## config.mk

```make
export PLATFORM = sky130hd
export DESIGN_NAME = blocking_cache
export DESIGN_NICKNAME = d
export VERILOG_FILES = /design/src/design/cache_pkg.sv /design/src/design/blocking_cache.sv /design/src/design/cache_ctrl.sv /design/src/design/cache_data_array.sv /design/src/design/cache_dpath.sv /design/src/design/cache_line_state.sv
export SDC_FILE = /design/constraint.sdc
export NUM_CORES = 2
export LEC_CHECK = 0
export BUFFER_PORTS_ARGS = -buffer_cell sky130_fd_sc_hd__buf_4
export CAP_MARGIN = 20
export CORE_ASPECT_RATIO = 0.8
export CORE_MARGIN = 8
export CORE_UTILIZATION = 30
export DETAILED_ROUTE_END_ITERATION = 8
export PLACE_DENSITY = 0.55
export SYNTH_ARGS = -nofsm -noshare
export SYNTH_HDL_FRONTEND = slang
export SYNTH_SLANG_ARGS = --single-unit
```

## constraint.sdc

```tcl
create_clock -name clk -period 16.9 [get_ports clk]
set_clock_uncertainty 0.2 [all_clocks]
set_input_delay 5.07 -clock clk [delete_from_list [all_inputs] [get_ports clk]]
set_output_delay 5.07 -clock clk [all_outputs]
set_load 0.02 [all_outputs]
```

## src/design/cache_pkg.sv

```systemverilog
// Shared types for the two-way blocking L1 cache
// Widths, memory message codes and controller states
package cache_pkg;

  // Byte address and data word
  typedef logic [31:0]  addr_t;
  typedef logic [31:0]  word_t;

  // Four words per line
  typedef logic [127:0] line_t;

  // Byte address without the offset bits, stored whole in the tag arrays
  typedef logic [27:0]  line_addr_t;

  typedef logic [1:0]   word_off_t;

  // One enable per byte of a line
  typedef logic [15:0]  wben_t;

  // Request and response type field
  typedef logic [2:0]   msg_type_t;

  localparam msg_type_t MSG_READ  = 3'd0;
  localparam msg_type_t MSG_WRITE = 3'd1;

  typedef enum logic [3:0] {
    IDLE,
    TAG_CHECK,
    READ_ACCESS,
    WRITE_ACCESS,
    REFILL_REQUEST,
    REFILL_WAIT,
    REFILL_UPDATE,
    EVICT_PREPARE,
    EVICT_REQUEST,
    EVICT_WAIT,
    WAIT
  } ctrl_state_t;

endpackage

```

## src/design/blocking_cache.sv

```systemverilog
`timescale 1ns/1ps
// Two-way set-associative blocking L1 cache, write-back and write-allocate
module blocking_cache #(
  parameter int nsets = 8
) (
  input  logic                 clk,
  input  logic                 reset,
  input  logic                 cachereq_val,
  output logic                 cachereq_rdy,
  input  cache_pkg::msg_type_t cachereq_type,
  input  cache_pkg::addr_t     cachereq_addr,
  input  cache_pkg::word_t     cachereq_data,
  output logic                 cacheresp_val,
  input  logic                 cacheresp_rdy,
  output cache_pkg::msg_type_t cacheresp_type,
  output cache_pkg::word_t     cacheresp_data,
  output logic                 memreq_val,
  input  logic                 memreq_rdy,
  output cache_pkg::msg_type_t memreq_type,
  output cache_pkg::addr_t     memreq_addr,
  output cache_pkg::line_t     memreq_data,
  input  logic                 memresp_val,
  output logic                 memresp_rdy,
  input  cache_pkg::line_t     memresp_data
);

  // Control to datapath
  logic req_en;
  logic memresp_en;
  logic is_refill;
  logic tag_wen_0;
  logic tag_wen_1;
  logic tag_ren;
  logic data_wen;
  logic data_ren;
  logic way_sel;
  logic read_data_en;
  logic victim_en;

  // Status back to control
  cache_pkg::msg_type_t     req_type;
  logic [$clog2(nsets)-1:0] req_idx;
  logic                     tag_match_0;
  logic                     tag_match_1;

  // Line state
  logic valid_wen;
  logic dirty_wen;
  logic dirty_in;
  logic lru_wen;
  logic valid_0;
  logic valid_1;
  logic dirty_0;
  logic dirty_1;
  logic lru_way;

  cache_ctrl ctrl (
    .clk           (clk),
    .reset         (reset),
    .cachereq_val  (cachereq_val),
    .cachereq_rdy  (cachereq_rdy),
    .cacheresp_val (cacheresp_val),
    .cacheresp_rdy (cacheresp_rdy),
    .memreq_val    (memreq_val),
    .memreq_rdy    (memreq_rdy),
    .memresp_val   (memresp_val),
    .memresp_rdy   (memresp_rdy),
    .req_type      (req_type),
    .tag_match_0   (tag_match_0),
    .tag_match_1   (tag_match_1),
    .valid_0       (valid_0),
    .valid_1       (valid_1),
    .dirty_0       (dirty_0),
    .dirty_1       (dirty_1),
    .lru_way       (lru_way),
    .req_en        (req_en),
    .memresp_en    (memresp_en),
    .is_refill     (is_refill),
    .tag_wen_0     (tag_wen_0),
    .tag_wen_1     (tag_wen_1),
    .tag_ren       (tag_ren),
    .data_wen      (data_wen),
    .data_ren      (data_ren),
    .read_data_en  (read_data_en),
    .victim_en     (victim_en),
    .memreq_type   (memreq_type),
    .way_sel       (way_sel),
    .valid_wen     (valid_wen),
    .dirty_wen     (dirty_wen),
    .dirty_in      (dirty_in),
    .lru_wen       (lru_wen)
  );

  cache_line_state #(.nsets(nsets)) line_state (
    .clk       (clk),
    .reset     (reset),
    .idx       (req_idx),
    .way_sel   (way_sel),
    .valid_wen (valid_wen),
    .dirty_wen (dirty_wen),
    .dirty_in  (dirty_in),
    .lru_wen   (lru_wen),
    .valid_0   (valid_0),
    .valid_1   (valid_1),
    .dirty_0   (dirty_0),
    .dirty_1   (dirty_1),
    .lru_way   (lru_way)
  );

  cache_dpath #(.nsets(nsets)) dpath (
    .clk            (clk),
    .reset          (reset),
    .req_en         (req_en),
    .memresp_en     (memresp_en),
    .is_refill      (is_refill),
    .tag_wen_0      (tag_wen_0),
    .tag_wen_1      (tag_wen_1),
    .tag_ren        (tag_ren),
    .data_wen       (data_wen),
    .data_ren       (data_ren),
    .way_sel        (way_sel),
    .read_data_en   (read_data_en),
    .victim_en      (victim_en),
    .memreq_type    (memreq_type),
    .cachereq_type  (cachereq_type),
    .cachereq_addr  (cachereq_addr),
    .cachereq_data  (cachereq_data),
    .memresp_data   (memresp_data),
    .req_type       (req_type),
    .req_idx        (req_idx),
    .tag_match_0    (tag_match_0),
    .tag_match_1    (tag_match_1),
    .cacheresp_type (cacheresp_type),
    .cacheresp_data (cacheresp_data),
    .memreq_addr    (memreq_addr),
    .memreq_data    (memreq_data)
  );

endmodule

```

## src/design/cache_ctrl.sv

```systemverilog
`timescale 1ns/1ps
// Blocking cache controller
// Runs tag check, access, refill and eviction, and records the way in use
module cache_ctrl (
  input  logic                 clk,
  input  logic                 reset,
  input  logic                 cachereq_val,
  output logic                 cachereq_rdy,
  output logic                 cacheresp_val,
  input  logic                 cacheresp_rdy,
  output logic                 memreq_val,
  input  logic                 memreq_rdy,
  input  logic                 memresp_val,
  output logic                 memresp_rdy,
  input  cache_pkg::msg_type_t req_type,
  input  logic                 tag_match_0,
  input  logic                 tag_match_1,
  input  logic                 valid_0,
  input  logic                 valid_1,
  input  logic                 dirty_0,
  input  logic                 dirty_1,
  input  logic                 lru_way,
  output logic                 req_en,
  output logic                 memresp_en,
  output logic                 is_refill,
  output logic                 tag_wen_0,
  output logic                 tag_wen_1,
  output logic                 tag_ren,
  output logic                 data_wen,
  output logic                 data_ren,
  output logic                 read_data_en,
  output logic                 victim_en,
  output cache_pkg::msg_type_t memreq_type,
  output logic                 way_sel,
  output logic                 valid_wen,
  output logic                 dirty_wen,
  output logic                 dirty_in,
  output logic                 lru_wen
);

  localparam cache_pkg::msg_type_t RD = cache_pkg::MSG_READ;
  localparam cache_pkg::msg_type_t WR = cache_pkg::MSG_WRITE;

  cache_pkg::ctrl_state_t state;
  cache_pkg::ctrl_state_t state_next;

  logic hit_0;
  logic hit_1;
  logic hit;
  logic victim_dirty;
  logic way_record_en;
  logic way_record_in;
  logic tag_wen;
  logic memresp_load;

  assign hit_0 = valid_0 && tag_match_0;
  assign hit_1 = valid_1 && tag_match_1;
  assign hit   = hit_0 || hit_1;

  // Victim is the LRU way, written back only if valid and dirty
  assign victim_dirty = lru_way ? (valid_1 && dirty_1) : (valid_0 && dirty_0);

  // ----------------------------------------------------------
  // State machine
  // ----------------------------------------------------------

  always_ff @(posedge clk) begin
    if (reset) begin
      state <= cache_pkg::IDLE;
    end else begin
      state <= state_next;
    end
  end

  always_comb begin
    state_next = state;
    case (state)
      cache_pkg::IDLE:
        if (cachereq_val) state_next = cache_pkg::TAG_CHECK;
      cache_pkg::TAG_CHECK:
        if (hit && req_type == WR) state_next = cache_pkg::WRITE_ACCESS;
        else if (hit)              state_next = cache_pkg::READ_ACCESS;
        else if (victim_dirty)     state_next = cache_pkg::EVICT_PREPARE;
        else                       state_next = cache_pkg::REFILL_REQUEST;
      cache_pkg::REFILL_REQUEST:
        if (memreq_rdy) state_next = cache_pkg::REFILL_WAIT;
      cache_pkg::REFILL_WAIT:
        if (memresp_val) state_next = cache_pkg::REFILL_UPDATE;
      cache_pkg::REFILL_UPDATE:
        if (req_type == WR) state_next = cache_pkg::WRITE_ACCESS;
        else                state_next = cache_pkg::READ_ACCESS;
      cache_pkg::EVICT_PREPARE:
        state_next = cache_pkg::EVICT_REQUEST;
      cache_pkg::EVICT_REQUEST:
        if (memreq_rdy) state_next = cache_pkg::EVICT_WAIT;
      cache_pkg::EVICT_WAIT:
        if (memresp_val) state_next = cache_pkg::REFILL_REQUEST;
      cache_pkg::READ_ACCESS,
      cache_pkg::WRITE_ACCESS:
        state_next = cache_pkg::WAIT;
      cache_pkg::WAIT:
        if (cacheresp_rdy) state_next = cache_pkg::IDLE;
      default:
        state_next = cache_pkg::IDLE;
    endcase
  end

  // Way record, hit way or LRU way on a miss
  assign way_record_in = hit_0 ? 1'b0 : (hit_1 ? 1'b1 : lru_way);

  always_ff @(posedge clk) begin
    if (reset) begin
      way_sel <= 1'b0;
    end else if (way_record_en) begin
      way_sel <= way_record_in;
    end
  end

  // ----------------------------------------------------------
  // Per-state control table
  // ----------------------------------------------------------

  task automatic cs(
    input logic                 c_req_rdy,
    input logic                 c_resp_val,
    input logic                 c_mreq_val,
    input logic                 c_mresp_rdy,
    input logic                 c_req_en,
    input logic                 c_mresp_load,
    input logic                 c_is_refill,
    input logic                 c_tag_wen,
    input logic                 c_tag_ren,
    input logic                 c_data_wen,
    input logic                 c_data_ren,
    input logic                 c_read_data_en,
    input logic                 c_victim_en,
    input cache_pkg::msg_type_t c_memreq_type,
    input logic                 c_valid_wen,
    input logic                 c_dirty_wen,
    input logic                 c_dirty_in,
    input logic                 c_lru_wen,
    input logic                 c_way_record_en
  );
    cachereq_rdy  = c_req_rdy;
    cacheresp_val = c_resp_val;
    memreq_val    = c_mreq_val;
    memresp_rdy   = c_mresp_rdy;
    req_en        = c_req_en;
    memresp_load  = c_mresp_load;
    is_refill     = c_is_refill;
    tag_wen       = c_tag_wen;
    tag_ren       = c_tag_ren;
    data_wen      = c_data_wen;
    data_ren      = c_data_ren;
    read_data_en  = c_read_data_en;
    victim_en     = c_victim_en;
    memreq_type   = c_memreq_type;
    valid_wen     = c_valid_wen;
    dirty_wen     = c_dirty_wen;
    dirty_in      = c_dirty_in;
    lru_wen       = c_lru_wen;
    way_record_en = c_way_record_en;
  endtask

  //   rdy val mrq mrs ren mld rfl twe tre dwe dre rde vic type vwe dwe din lru way
  always_comb begin
    case (state)
      cache_pkg::IDLE:           cs(1, 0, 0, 0, 1, 0, 0, 0, 0, 0, 0, 0, 0, RD, 0, 0, 0, 0, 0);
      cache_pkg::TAG_CHECK:      cs(0, 0, 0, 0, 0, 0, 0, 0, 1, 0, 0, 0, 0, RD, 0, 0, 0, 0, 1);
      cache_pkg::READ_ACCESS:    cs(0, 0, 0, 0, 0, 0, 0, 0, 0, 0, 1, 1, 0, RD, 0, 0, 0, 1, 0);
      cache_pkg::WRITE_ACCESS:   cs(0, 0, 0, 0, 0, 0, 0, 0, 0, 1, 0, 0, 0, RD, 0, 1, 1, 1, 0);
      cache_pkg::REFILL_REQUEST: cs(0, 0, 1, 0, 0, 0, 0, 0, 0, 0, 0, 0, 0, RD, 0, 0, 0, 0, 0);
      cache_pkg::REFILL_WAIT:    cs(0, 0, 0, 1, 0, 1, 0, 0, 0, 0, 0, 0, 0, RD, 0, 0, 0, 0, 0);
      cache_pkg::REFILL_UPDATE:  cs(0, 0, 0, 0, 0, 0, 1, 1, 0, 1, 0, 0, 0, RD, 1, 1, 0, 0, 0);
      cache_pkg::EVICT_PREPARE:  cs(0, 0, 0, 0, 0, 0, 0, 0, 1, 0, 1, 0, 1, RD, 0, 0, 0, 0, 0);
      cache_pkg::EVICT_REQUEST:  cs(0, 0, 1, 0, 0, 0, 0, 0, 0, 0, 0, 0, 0, WR, 0, 0, 0, 0, 0);
      cache_pkg::EVICT_WAIT:     cs(0, 0, 0, 1, 0, 0, 0, 0, 0, 0, 0, 0, 0, RD, 0, 0, 0, 0, 0);
      cache_pkg::WAIT:           cs(0, 1, 0, 0, 0, 0, 0, 0, 0, 0, 0, 0, 0, RD, 0, 0, 0, 0, 0);
      default:                   cs(0, 0, 0, 0, 0, 0, 0, 0, 0, 0, 0, 0, 0, RD, 0, 0, 0, 0, 0);
    endcase
  end

  // Line register only loads on the beat that carries data
  assign memresp_en = memresp_load && memresp_val;
  assign tag_wen_0  = tag_wen && !way_sel;
  assign tag_wen_1  = tag_wen && way_sel;

  // ----------------------------------------------------------
  // Assertions
  // ----------------------------------------------------------

  // A memory request is never withdrawn before it is taken
  a_memreq_hold: assert property (@(posedge clk) disable iff (reset)
    memreq_val && !memreq_rdy |=> memreq_val);

  a_inputs_known: assert property (@(posedge clk) disable iff (reset)
    !$isunknown({cachereq_val, cacheresp_rdy, memreq_rdy, memresp_val}));

endmodule

```

## src/design/cache_data_array.sv

```systemverilog
`timescale 1ns/1ps
// Line storage of one cache way
// Byte-enabled write, registered read returning new data on a write
module cache_data_array #(
  parameter int nsets = 8
) (
  input  logic                     clk,
  input  logic [$clog2(nsets)-1:0] idx,
  input  logic                     wen,
  input  cache_pkg::wben_t         wben,
  input  cache_pkg::line_t         wdata,
  output cache_pkg::line_t         rdata
);

  cache_pkg::line_t mem [nsets];
  cache_pkg::line_t merged;

  // Old line with the enabled bytes replaced
  always_comb begin
    merged = mem[idx];
    for (int b = 0; b < $bits(cache_pkg::wben_t); b++) begin
      if (wben[b]) begin
        merged[8*b +: 8] = wdata[8*b +: 8];
      end
    end
  end

  always_ff @(posedge clk) begin
    if (wen) begin
      mem[idx] <= merged;
    end
    // Write-first so an access right after a refill sees the new line
    rdata <= wen ? merged : mem[idx];
  end

endmodule

```

## src/design/cache_dpath.sv

```systemverilog
`timescale 1ns/1ps
// Cache datapath with request registers, tag and data arrays,
// read word select and memory request forming
module cache_dpath #(
  parameter int nsets = 8
) (
  input  logic                     clk,
  input  logic                     reset,
  input  logic                     req_en,
  input  logic                     memresp_en,
  input  logic                     is_refill,
  input  logic                     tag_wen_0,
  input  logic                     tag_wen_1,
  input  logic                     tag_ren,
  input  logic                     data_wen,
  input  logic                     data_ren,
  input  logic                     way_sel,
  input  logic                     read_data_en,
  input  logic                     victim_en,
  input  cache_pkg::msg_type_t     memreq_type,
  input  cache_pkg::msg_type_t     cachereq_type,
  input  cache_pkg::addr_t         cachereq_addr,
  input  cache_pkg::word_t         cachereq_data,
  input  cache_pkg::line_t         memresp_data,
  output cache_pkg::msg_type_t     req_type,
  output logic [$clog2(nsets)-1:0] req_idx,
  output logic                     tag_match_0,
  output logic                     tag_match_1,
  output cache_pkg::msg_type_t     cacheresp_type,
  output cache_pkg::word_t         cacheresp_data,
  output cache_pkg::addr_t         memreq_addr,
  output cache_pkg::line_t         memreq_data
);

  cache_pkg::addr_t      req_addr;
  cache_pkg::word_t      req_data;
  cache_pkg::line_t      resp_line;
  cache_pkg::line_addr_t req_line_addr;
  cache_pkg::word_off_t  req_off;
  cache_pkg::line_addr_t tags [2][nsets];
  cache_pkg::line_addr_t tag_rd;
  cache_pkg::line_addr_t victim_tag;
  cache_pkg::line_t      victim_line;
  cache_pkg::line_t      wdata;
  cache_pkg::wben_t      wben;
  cache_pkg::line_t      rdata_0;
  cache_pkg::line_t      rdata_1;
  cache_pkg::line_t      sel_line;
  cache_pkg::word_t      read_data;

  // Request and memory response registers
  always_ff @(posedge clk) begin
    if (reset) begin
      req_type <= cache_pkg::MSG_READ;
    end else if (req_en) begin
      req_type <= cachereq_type;
    end
  end

  always_ff @(posedge clk) begin
    if (req_en) begin
      req_addr <= cachereq_addr;
      req_data <= cachereq_data;
    end
    if (memresp_en) begin
      resp_line <= memresp_data;
    end
  end

  assign req_line_addr = req_addr[31:4];
  assign req_off       = req_addr[3:2];
  assign req_idx       = req_addr[4 +: $clog2(nsets)];

  // ----------------------------------------------------------
  // Tag arrays
  // ----------------------------------------------------------

  always_ff @(posedge clk) begin
    if (tag_wen_0) begin
      tags[0][req_idx] <= req_line_addr;
    end
    if (tag_wen_1) begin
      tags[1][req_idx] <= req_line_addr;
    end
  end

  assign tag_match_0 = tag_ren && (tags[0][req_idx] == req_line_addr);
  assign tag_match_1 = tag_ren && (tags[1][req_idx] == req_line_addr);
  assign tag_rd      = tag_ren ? tags[way_sel][req_idx] : '0;

  // ----------------------------------------------------------
  // Data arrays
  // ----------------------------------------------------------

  // Refill writes the whole line, a store only its word
  assign wdata = is_refill ? resp_line : {4{req_data}};
  assign wben  = is_refill ? '1 : (cache_pkg::wben_t'(16'hf) << {req_off, 2'b00});

  cache_data_array #(.nsets(nsets)) data_array_0 (
    .clk   (clk),
    .idx   (req_idx),
    .wen   (data_wen && !way_sel),
    .wben  (wben),
    .wdata (wdata),
    .rdata (rdata_0)
  );

  cache_data_array #(.nsets(nsets)) data_array_1 (
    .clk   (clk),
    .idx   (req_idx),
    .wen   (data_wen && way_sel),
    .wben  (wben),
    .wdata (wdata),
    .rdata (rdata_1)
  );

  assign sel_line = data_ren ? (way_sel ? rdata_1 : rdata_0) : '0;

  // Read word and victim registers
  always_ff @(posedge clk) begin
    if (read_data_en) begin
      read_data <= sel_line[{req_off, 5'd0} +: 32];
    end
    if (victim_en) begin
      victim_line <= sel_line;
      victim_tag  <= tag_rd;
    end
  end

  assign cacheresp_type = req_type;
  assign cacheresp_data = (req_type == cache_pkg::MSG_WRITE) ? '0 : read_data;

  // Eviction goes to the victim's line, refill to the request's line
  assign memreq_addr = (memreq_type == cache_pkg::MSG_WRITE) ? {victim_tag, 4'b0000}
                                                             : {req_line_addr, 4'b0000};
  assign memreq_data = victim_line;

endmodule

```

## src/design/cache_line_state.sv

```systemverilog
`timescale 1ns/1ps
// Per-set valid, dirty and LRU bits of both ways
module cache_line_state #(
  parameter int nsets = 8
) (
  input  logic                     clk,
  input  logic                     reset,
  input  logic [$clog2(nsets)-1:0] idx,
  input  logic                     way_sel,
  input  logic                     valid_wen,
  input  logic                     dirty_wen,
  input  logic                     dirty_in,
  input  logic                     lru_wen,
  output logic                     valid_0,
  output logic                     valid_1,
  output logic                     dirty_0,
  output logic                     dirty_1,
  output logic                     lru_way
);

  // One bit per set, first index is the way
  logic [nsets-1:0] valid_q [2];
  logic [nsets-1:0] dirty_q [2];
  logic [nsets-1:0] lru_q;

  always_ff @(posedge clk) begin
    if (reset) begin
      valid_q[0] <= '0;
      valid_q[1] <= '0;
      dirty_q[0] <= '0;
      dirty_q[1] <= '0;
      lru_q      <= '0;
    end else begin
      // A line only becomes valid on refill
      if (valid_wen) begin
        valid_q[way_sel][idx] <= 1'b1;
      end
      if (dirty_wen) begin
        dirty_q[way_sel][idx] <= dirty_in;
      end
      // Other way becomes LRU after an access
      if (lru_wen) begin
        lru_q[idx] <= !way_sel;
      end
    end
  end

  assign valid_0 = valid_q[0][idx];
  assign valid_1 = valid_q[1][idx];
  assign dirty_0 = dirty_q[0][idx];
  assign dirty_1 = dirty_q[1][idx];
  assign lru_way = lru_q[idx];

  // Dirty data without a valid line would be lost on eviction
  a_dirty_valid: assert property (@(posedge clk) disable iff (reset)
    ((dirty_q[0] & ~valid_q[0]) | (dirty_q[1] & ~valid_q[1])) == '0);

endmodule

```

Yosys cells after proc, flatten, opt, wreduce, memory -nomap -nowiden
Memory sizes are Yosys's and may differ from the RTL's. A register that Yosys moved wholly into a read port is not among the register bits.
Cells that the tools add are included.
{"block": "totals", "ff_bits": 652, "mem_bits_rw": 2528, "rom_bits": 304, "in_bits": 201, "out_inout_bits": 202, "elab_cells": 176, "n_memories": 6}
{"block": "op_classes", "order_cmp": 4, "n_eq_ne": 20, "shift": 2, "n_mux": 109, "bitwise": 1, "reduce_logical": 22}
{"memory": "dpath.data_array_0.mem", "words": 8, "word_bits": 128, "read_ports": 1, "rd_ports_with_merged_regs": 1, "wr": 1, "line_no": "cache_data_array.sv:15", "source": "cache_pkg::line_t mem [nsets];"}
{"memory": "dpath.data_array_1.mem", "words": 8, "word_bits": 128, "read_ports": 1, "rd_ports_with_merged_regs": 1, "wr": 1, "line_no": "cache_data_array.sv:15"}
{"memory": "dpath.tags", "words": 2, "word_bits": 224, "read_ports": 3, "rd_ports_with_merged_regs": 1, "wr": 1, "line_no": "cache_dpath.sv:40", "source": "cache_pkg::line_addr_t tags [2][nsets];"}
{"memory": "(no name shown)", "words": 16, "word_bits": 19, "read_ports": 1, "rd_ports_with_merged_regs": 1, "wr": 0, "line_no": "cache_ctrl.sv:167", "source": "case (state)"}
{"memory": "line_state.dirty_q", "words": 2, "word_bits": 8, "read_ports": 2, "rd_ports_with_merged_regs": 0, "wr": 2, "line_no": "cache_line_state.sv:23", "source": "logic [nsets-1:0] dirty_q [2];"}
{"memory": "line_state.valid_q", "words": 2, "word_bits": 8, "read_ports": 2, "rd_ports_with_merged_regs": 0, "wr": 2, "line_no": "cache_line_state.sv:22", "source": "logic [nsets-1:0] valid_q [2];"}
{"operator": "224-bit 2-to-1 mux", "count": 4}
{"operator": "128-bit 2-to-1 mux", "count": 5}
{"operator": "8-bit 2-to-1 mux", "count": 38}
{"operator": "28-bit binary-select mux with 3-bit select", "count": 3}
{"operator": "224-bit OR reduction", "count": 1}
{"operator": "28-bit 2-to-1 mux", "count": 7}
{"operator": "128-bit by 8-bit indexed part select with 32-bit output", "count": 1}
{"operator": "28-bit demux with 3-bit select", "count": 1}
{"operator": "32-bit 2-to-1 mux", "count": 2}
{"operator": "28-bit equality test", "count": 2}
{"operator": "4-bit 2-to-1 mux", "count": 10}
{"operator": "4-bit one-hot mux with 10 select lines", "count": 1}
{"operator": "1-bit 2-to-1 mux", "count": 27}
{"operator": "4-bit by 3-bit equality test with 1-bit output (second input constant)", "count": 4}
{"operator": "16-bit 2-to-1 mux", "count": 1}
{"operator": "8-bit OR reduction", "count": 2}
{"operator": "4-bit by 4-bit << shifter with 16-bit output (first input constant)", "count": 1}
{"operator": "1-bit binary-select mux with 3-bit select", "count": 5}
{"operator": "1-bit logical AND", "count": 14}
{"operator": "4-bit equality test (second input constant)", "count": 3}
{"operator": "2-bit != test (second input constant)", "count": 6}
{"operator": "8-bit bitwise mux", "count": 1}
{"operator": "4-bit by 2-bit equality test with 1-bit output (second input constant)", "count": 2}
{"operator": "3-bit by 1-bit equality test with 1-bit output (second input constant)", "count": 2}
{"operator": "other kinds (14)", "count": 15}

Longest topological paths before layout
{"block": "logic_depth", "depth_word": 13, "ltp_mapped": 15, "mapped_depth_nobuf": 9}

Hierarchy
From an unflattened synthesis, not the netlist that was laid out.
{"block": "unflattened", "hier_cells": 8754, "hier_area_um2": 131807.7}
{"module": "cache_data_array", "n_inst": 2, "cells_each": 3071, "area_per_inst_um2": 46338.2, "seq_area_each_um2": 33311.9}
{"module": "cache_dpath", "n_inst": 1, "cells_each": 2310, "area_per_inst_um2": 36203.5, "seq_area_each_um2": 24863.8}
{"module": "cache_line_state", "n_inst": 1, "cells_each": 194, "area_per_inst_um2": 1964.4, "seq_area_each_um2": 960.9}
{"module": "cache_ctrl", "n_inst": 1, "cells_each": 108, "area_per_inst_um2": 963.4, "seq_area_each_um2": 400.4}

Worst setup path before layout
OpenSTA, ideal clock, no wires.
{"block": "synth_timing", "path_kind": "reg-to-reg", "startpoint": "register dpath.req_addr[4]", "endpoint": "memory line_state.dirty_q[0][0], enable pin", "setup_time_ns": 0.336, "t_arrival_ns": 11.809, "required_ns": 16.364, "path_slack_ns": 4.555, "stages_incl_launch_ff": 13, "n_path_buf": 10, "synth_period_minus_slack_ns": 12.345, "path_cell_list": "edfxtp_1 > buf_6 > buf_6 > buf_6 > buf_6 > buf_6 > buf_4 > buf_2 > buf_2 > buf_2 > buf_2 > nor3_1 > or2_2"}
{"element": "start: declaration", "line_no": "cache_dpath.sv:35", "source": "cache_pkg::addr_t req_addr;"}
{"element": "start signal: assignment", "line_no": "cache_dpath.sv:62", "source": "req_addr <= cachereq_addr;"}
{"element": "end: declaration", "line_no": "cache_line_state.sv:23"}

Worst setup path in the final report
{"block": "layout_timing", "startpoint": "register dpath.req_addr[4]", "endpoint": "output memreq_addr[4]"}
{"block": "layout_via", "elab_chain_len": 1}
{"element": "32-bit 2-to-1 mux", "line_no": "cache_dpath.sv:134", "source": "assign memreq_addr = (memreq_type == cache_pkg::MSG_WRITE) ? {victim_tag, 4'b0000}"}
{"element": "end: declaration", "line_no": "blocking_cache.sv:20", "source": "output cache_pkg::addr_t memreq_addr,"}
Every way passes these cells.

==> impl_metrics.json <==
{
  "io_pins": 403,
  "setup-violations-final": 0,
  "grt_pass1_wl_microns": 545000,
  "hold_depth": 2,
  "clkTransAtPathRegs_ps": 60,
  "portBuffers": 394,
  "drive_gt1_frac": 0.271,
  "routabilityCongestion": 0.794,
  "cts-resized-gates": 0,
  "tightest_slew_ps": 1190,
  "synth_cell_type_count": 76,
  "synthCells": 7060,
  "ctsRootBufferMaster": "clkbuf_16",
  "fin_area_sq_mm": 0.148,
  "clock.fmax_mhz": 114,
  "place_area_sq_mm": 0.138,
  "clock_sinks": 3197,
  "cts_buffers": 332,
  "ys.flop_type": "edfxtp_1",
  "viasPerCell": 5.24,
  "finalWorstSetupSlack_ps": 8150,
  "hold_start": "line_state.valid_q[1][0]",
  "gr-total-overflow": 0,
  "antenna_found_initial": 51,
  "fin_util": 0.349,
  "path_max_fanout": 140,
  "wl_microns": 392000,
  "dieArea_sq_mm": 0.447,
  "synth-xor-area-share": 0.00117,
  "drc": 0,
  "fin_crit_sh": 0.517,
  "syn_area_per_cell_sq_um": 18.1,
  "synth_top_family_by_area": "multiplexers",
  "hold_slack_ps": 268,
  "critPathArrivalTime_ps": 3480,
  "wl_per_cell_microns": 29.2,
  "synth_compound_area_frac": 0.0353,
  "drv_cap": 0,
  "whs_endpoint": "line_state.valid_q[1][0]",
  "num_rows": 214,
  "vdd_ir_drop_max_v": 0.0000932,
  "end_kind": "output pin",
  "drt_iter0_drc": 7594,
  "r2r_start": "dpath.req_addr[6]",
  "leakagePower_nw": 47.9,
  "hp-class": "reg -> reg",
  "die_h_microns": 599,
  "clk_latency_ps": 970,
  "synth_edf_count": 2890,
  "final_cell_mix": "edfxtp_1, mux4_2, nor2_1, buf_4, nand2_1",
  "startpoint": "dpath.req_addr[4]",
  "die_w_microns": 745,
  "initial_core_util": 0.301,
  "coreArea_sq_mm": 0.424,
  "timing.rr.end": "dpath.data_array_1.mem[4][91]",
  "seq_area_frac_synth": 0.728,
  "yosys.area_share.simple": 0.0463,
  "htree_levels": 5,
  "final_common_cell": "edfxtp_1",
  "syn_area_sq_mm": 0.128,
  "clockBufferDepth": 4,
  "final-hold-violation-count": 0,
  "cts_tree": "done",
  "drv_slew": 0,
  "postCtsSetupBuffers": 0,
  "rr_worst_depth": 9,
  "min_period_ps": 8750,
  "postRouteAntennaNets": 0,
  "nets": 7728,
  "power_density_mw_per_mm2": 141,
  "yosys_warnings": 0,
  "area_delta_synth_final_pct": 16.1,
  "slew_headroom": 0.210,
  "path_class": "reg -> out",
  "dpl.hpwl_microns": 234000,
  "cp.required_ps": 11630,
  "grt_max_degree": 141,
  "setup_tns_ps": 0,
  "grt_use_total": 0.168,
  "muxShareOfSynthArea": 0.174,
  "grt_setup_unrepaired": "no",
  "num_vias": 70400,
  "synth-adder-area-share": 0,
  "cts_hold_repair.buffers": 0,
  "post-place-ws_ps": 9110,
  "drtPass1Iterations": 8,
  "first_global_vias": 70700,
  "rrSetupSlack_ps": 10610,
  "cp-start-kind": "flop",
  "status": "finished clean",
  "ys_ff_latch": 3197,
  "async_flop_share": 0
}
cell families (layout without fill, tap and decap cells):
family | Yosys count | in the layout
compound gates | 742 | 742
xor+xnor | 17 | 17
buf+inv | 443 | 1178
flops | 3197 | 3197
mux | 1312 | 1312
other cells | 1 | 19
simple gates | 1348 | 1348
layout make-up:
cell class / count / area [sq um]
antenna: 13 / 32.5
clock buffer: 465 / 9230
clock inverter: 142 / 1360
fill: 39700 / 276000
inverter: 15 / 71.3
multi-input combinational: 3425 / 33100
sequential: 3197 / 93000
tap: 5616 / 7030
timing repair buffer: 556 / 4350
routing by layer:
| layer | GRT usage | wire (microns) | share of wire | up-vias |
|---|---|---|---|---|
| met4 | 0.0547 | 13400 | 0.034 | 12 |
| met1 | 0.224 | 160000 | 0.41 | 37600 |
| met3 | 0.0335 | 31400 | 0.080 | 590 |
| li1 | - | - | - | 29100 |
| met5 | 0 | 69 | 0.00018 | - |
| met2 | 0.277 | 187000 | 0.48 | 3024 |
power breakdown:
| group | switching [mW] | internal, mW | leakage (nW) |
|---|---|---|---|
| clock | 3.10 | 4.05 | 5.18 |
| combinational | 2.35 | 1.45 | 13.7 |
| sequential | 0.296 | 9.62 | 29.0 |
sequential cells by signal, indices dropped and copies added, names as in the netlist, 3 cells and up, named ones only:
name	cells
dpath.data_array_0.mem	1024
dpath.data_array_1.mem	1024
dpath.tags	448
dpath.data_array_0.rdata	128
dpath.data_array_1.rdata	128
dpath.memreq_data	128
dpath.resp_line	128
dpath.read_data	32
dpath.req_data	32
dpath.req_addr	30
dpath.victim_tag	28
line_state.dirty_q	16
line_state.valid_q	16
line_state.lru_q	8
ctrl.state	4
dpath.cacheresp_type	3
how the worst max path moves through the flow:
stage | end | slack (ps) | cells after the start
final | memreq_addr[4] | 8150 | 4
after global routing | memreq_addr[4] | 7970 | 4
after CTS | memreq_addr[4] | 8080 | 4
after detailed placement | memreq_addr[4] | 9110 | 4
after global placement | memreq_addr[4] | 9160 | 4
after floorplan | line_state.dirty_q[0][0] | 4550 | 12
cells in the mapped netlist, types with 10 or more instances:
library cell     n  area (sq um)
o22ai_1         25           156
nor3_1          27           135
clkbuf_1       262           983
nand4_1         14          87.6
a22oi_1         64           480
a31oi_1        258          1610
buf_1          104           390
edfxtp_1      2890         86800
nor2_1         596          2240
buf_6           13           146
nand2b_1        10          62.6
o21ai_0        286          1430
mux2_2         309          3480
and3_1          19           119
and2_1          32           200
mux2i_1        303          3030
buf_2           28           140
inv_1           13          48.8
buf_4           17           128
mux4_2         699         15700
nor2b_1        166          1040
nand3_1         15          75.1
dfxtp_1        307          6150
nand2_1        423          1590
nand3b_1        12          90.1
a21oi_1         39           195
metrics by stage:
| stage | power (mW) | cells |
|---|---|---|
| 5_1_grt | 21.7 | 13400 |
| 2_1_floorplan | 12.5 | 7065 |
| 4_1_cts | 21.1 | 13400 |
| 3_5_place_dp | 13.9 | 12800 |
| 6_report | 20.9 | 13400 |
| 3_3_place_gp | 13.8 | 12800 |
worst max-delay path, stage by stage (launching register included):
cell and delay (ps):
edfxtp_1 370, buf_12 690, inv_1 530, o21ai_0 670, buf_4 260
(Power assumes the default switching activity.)
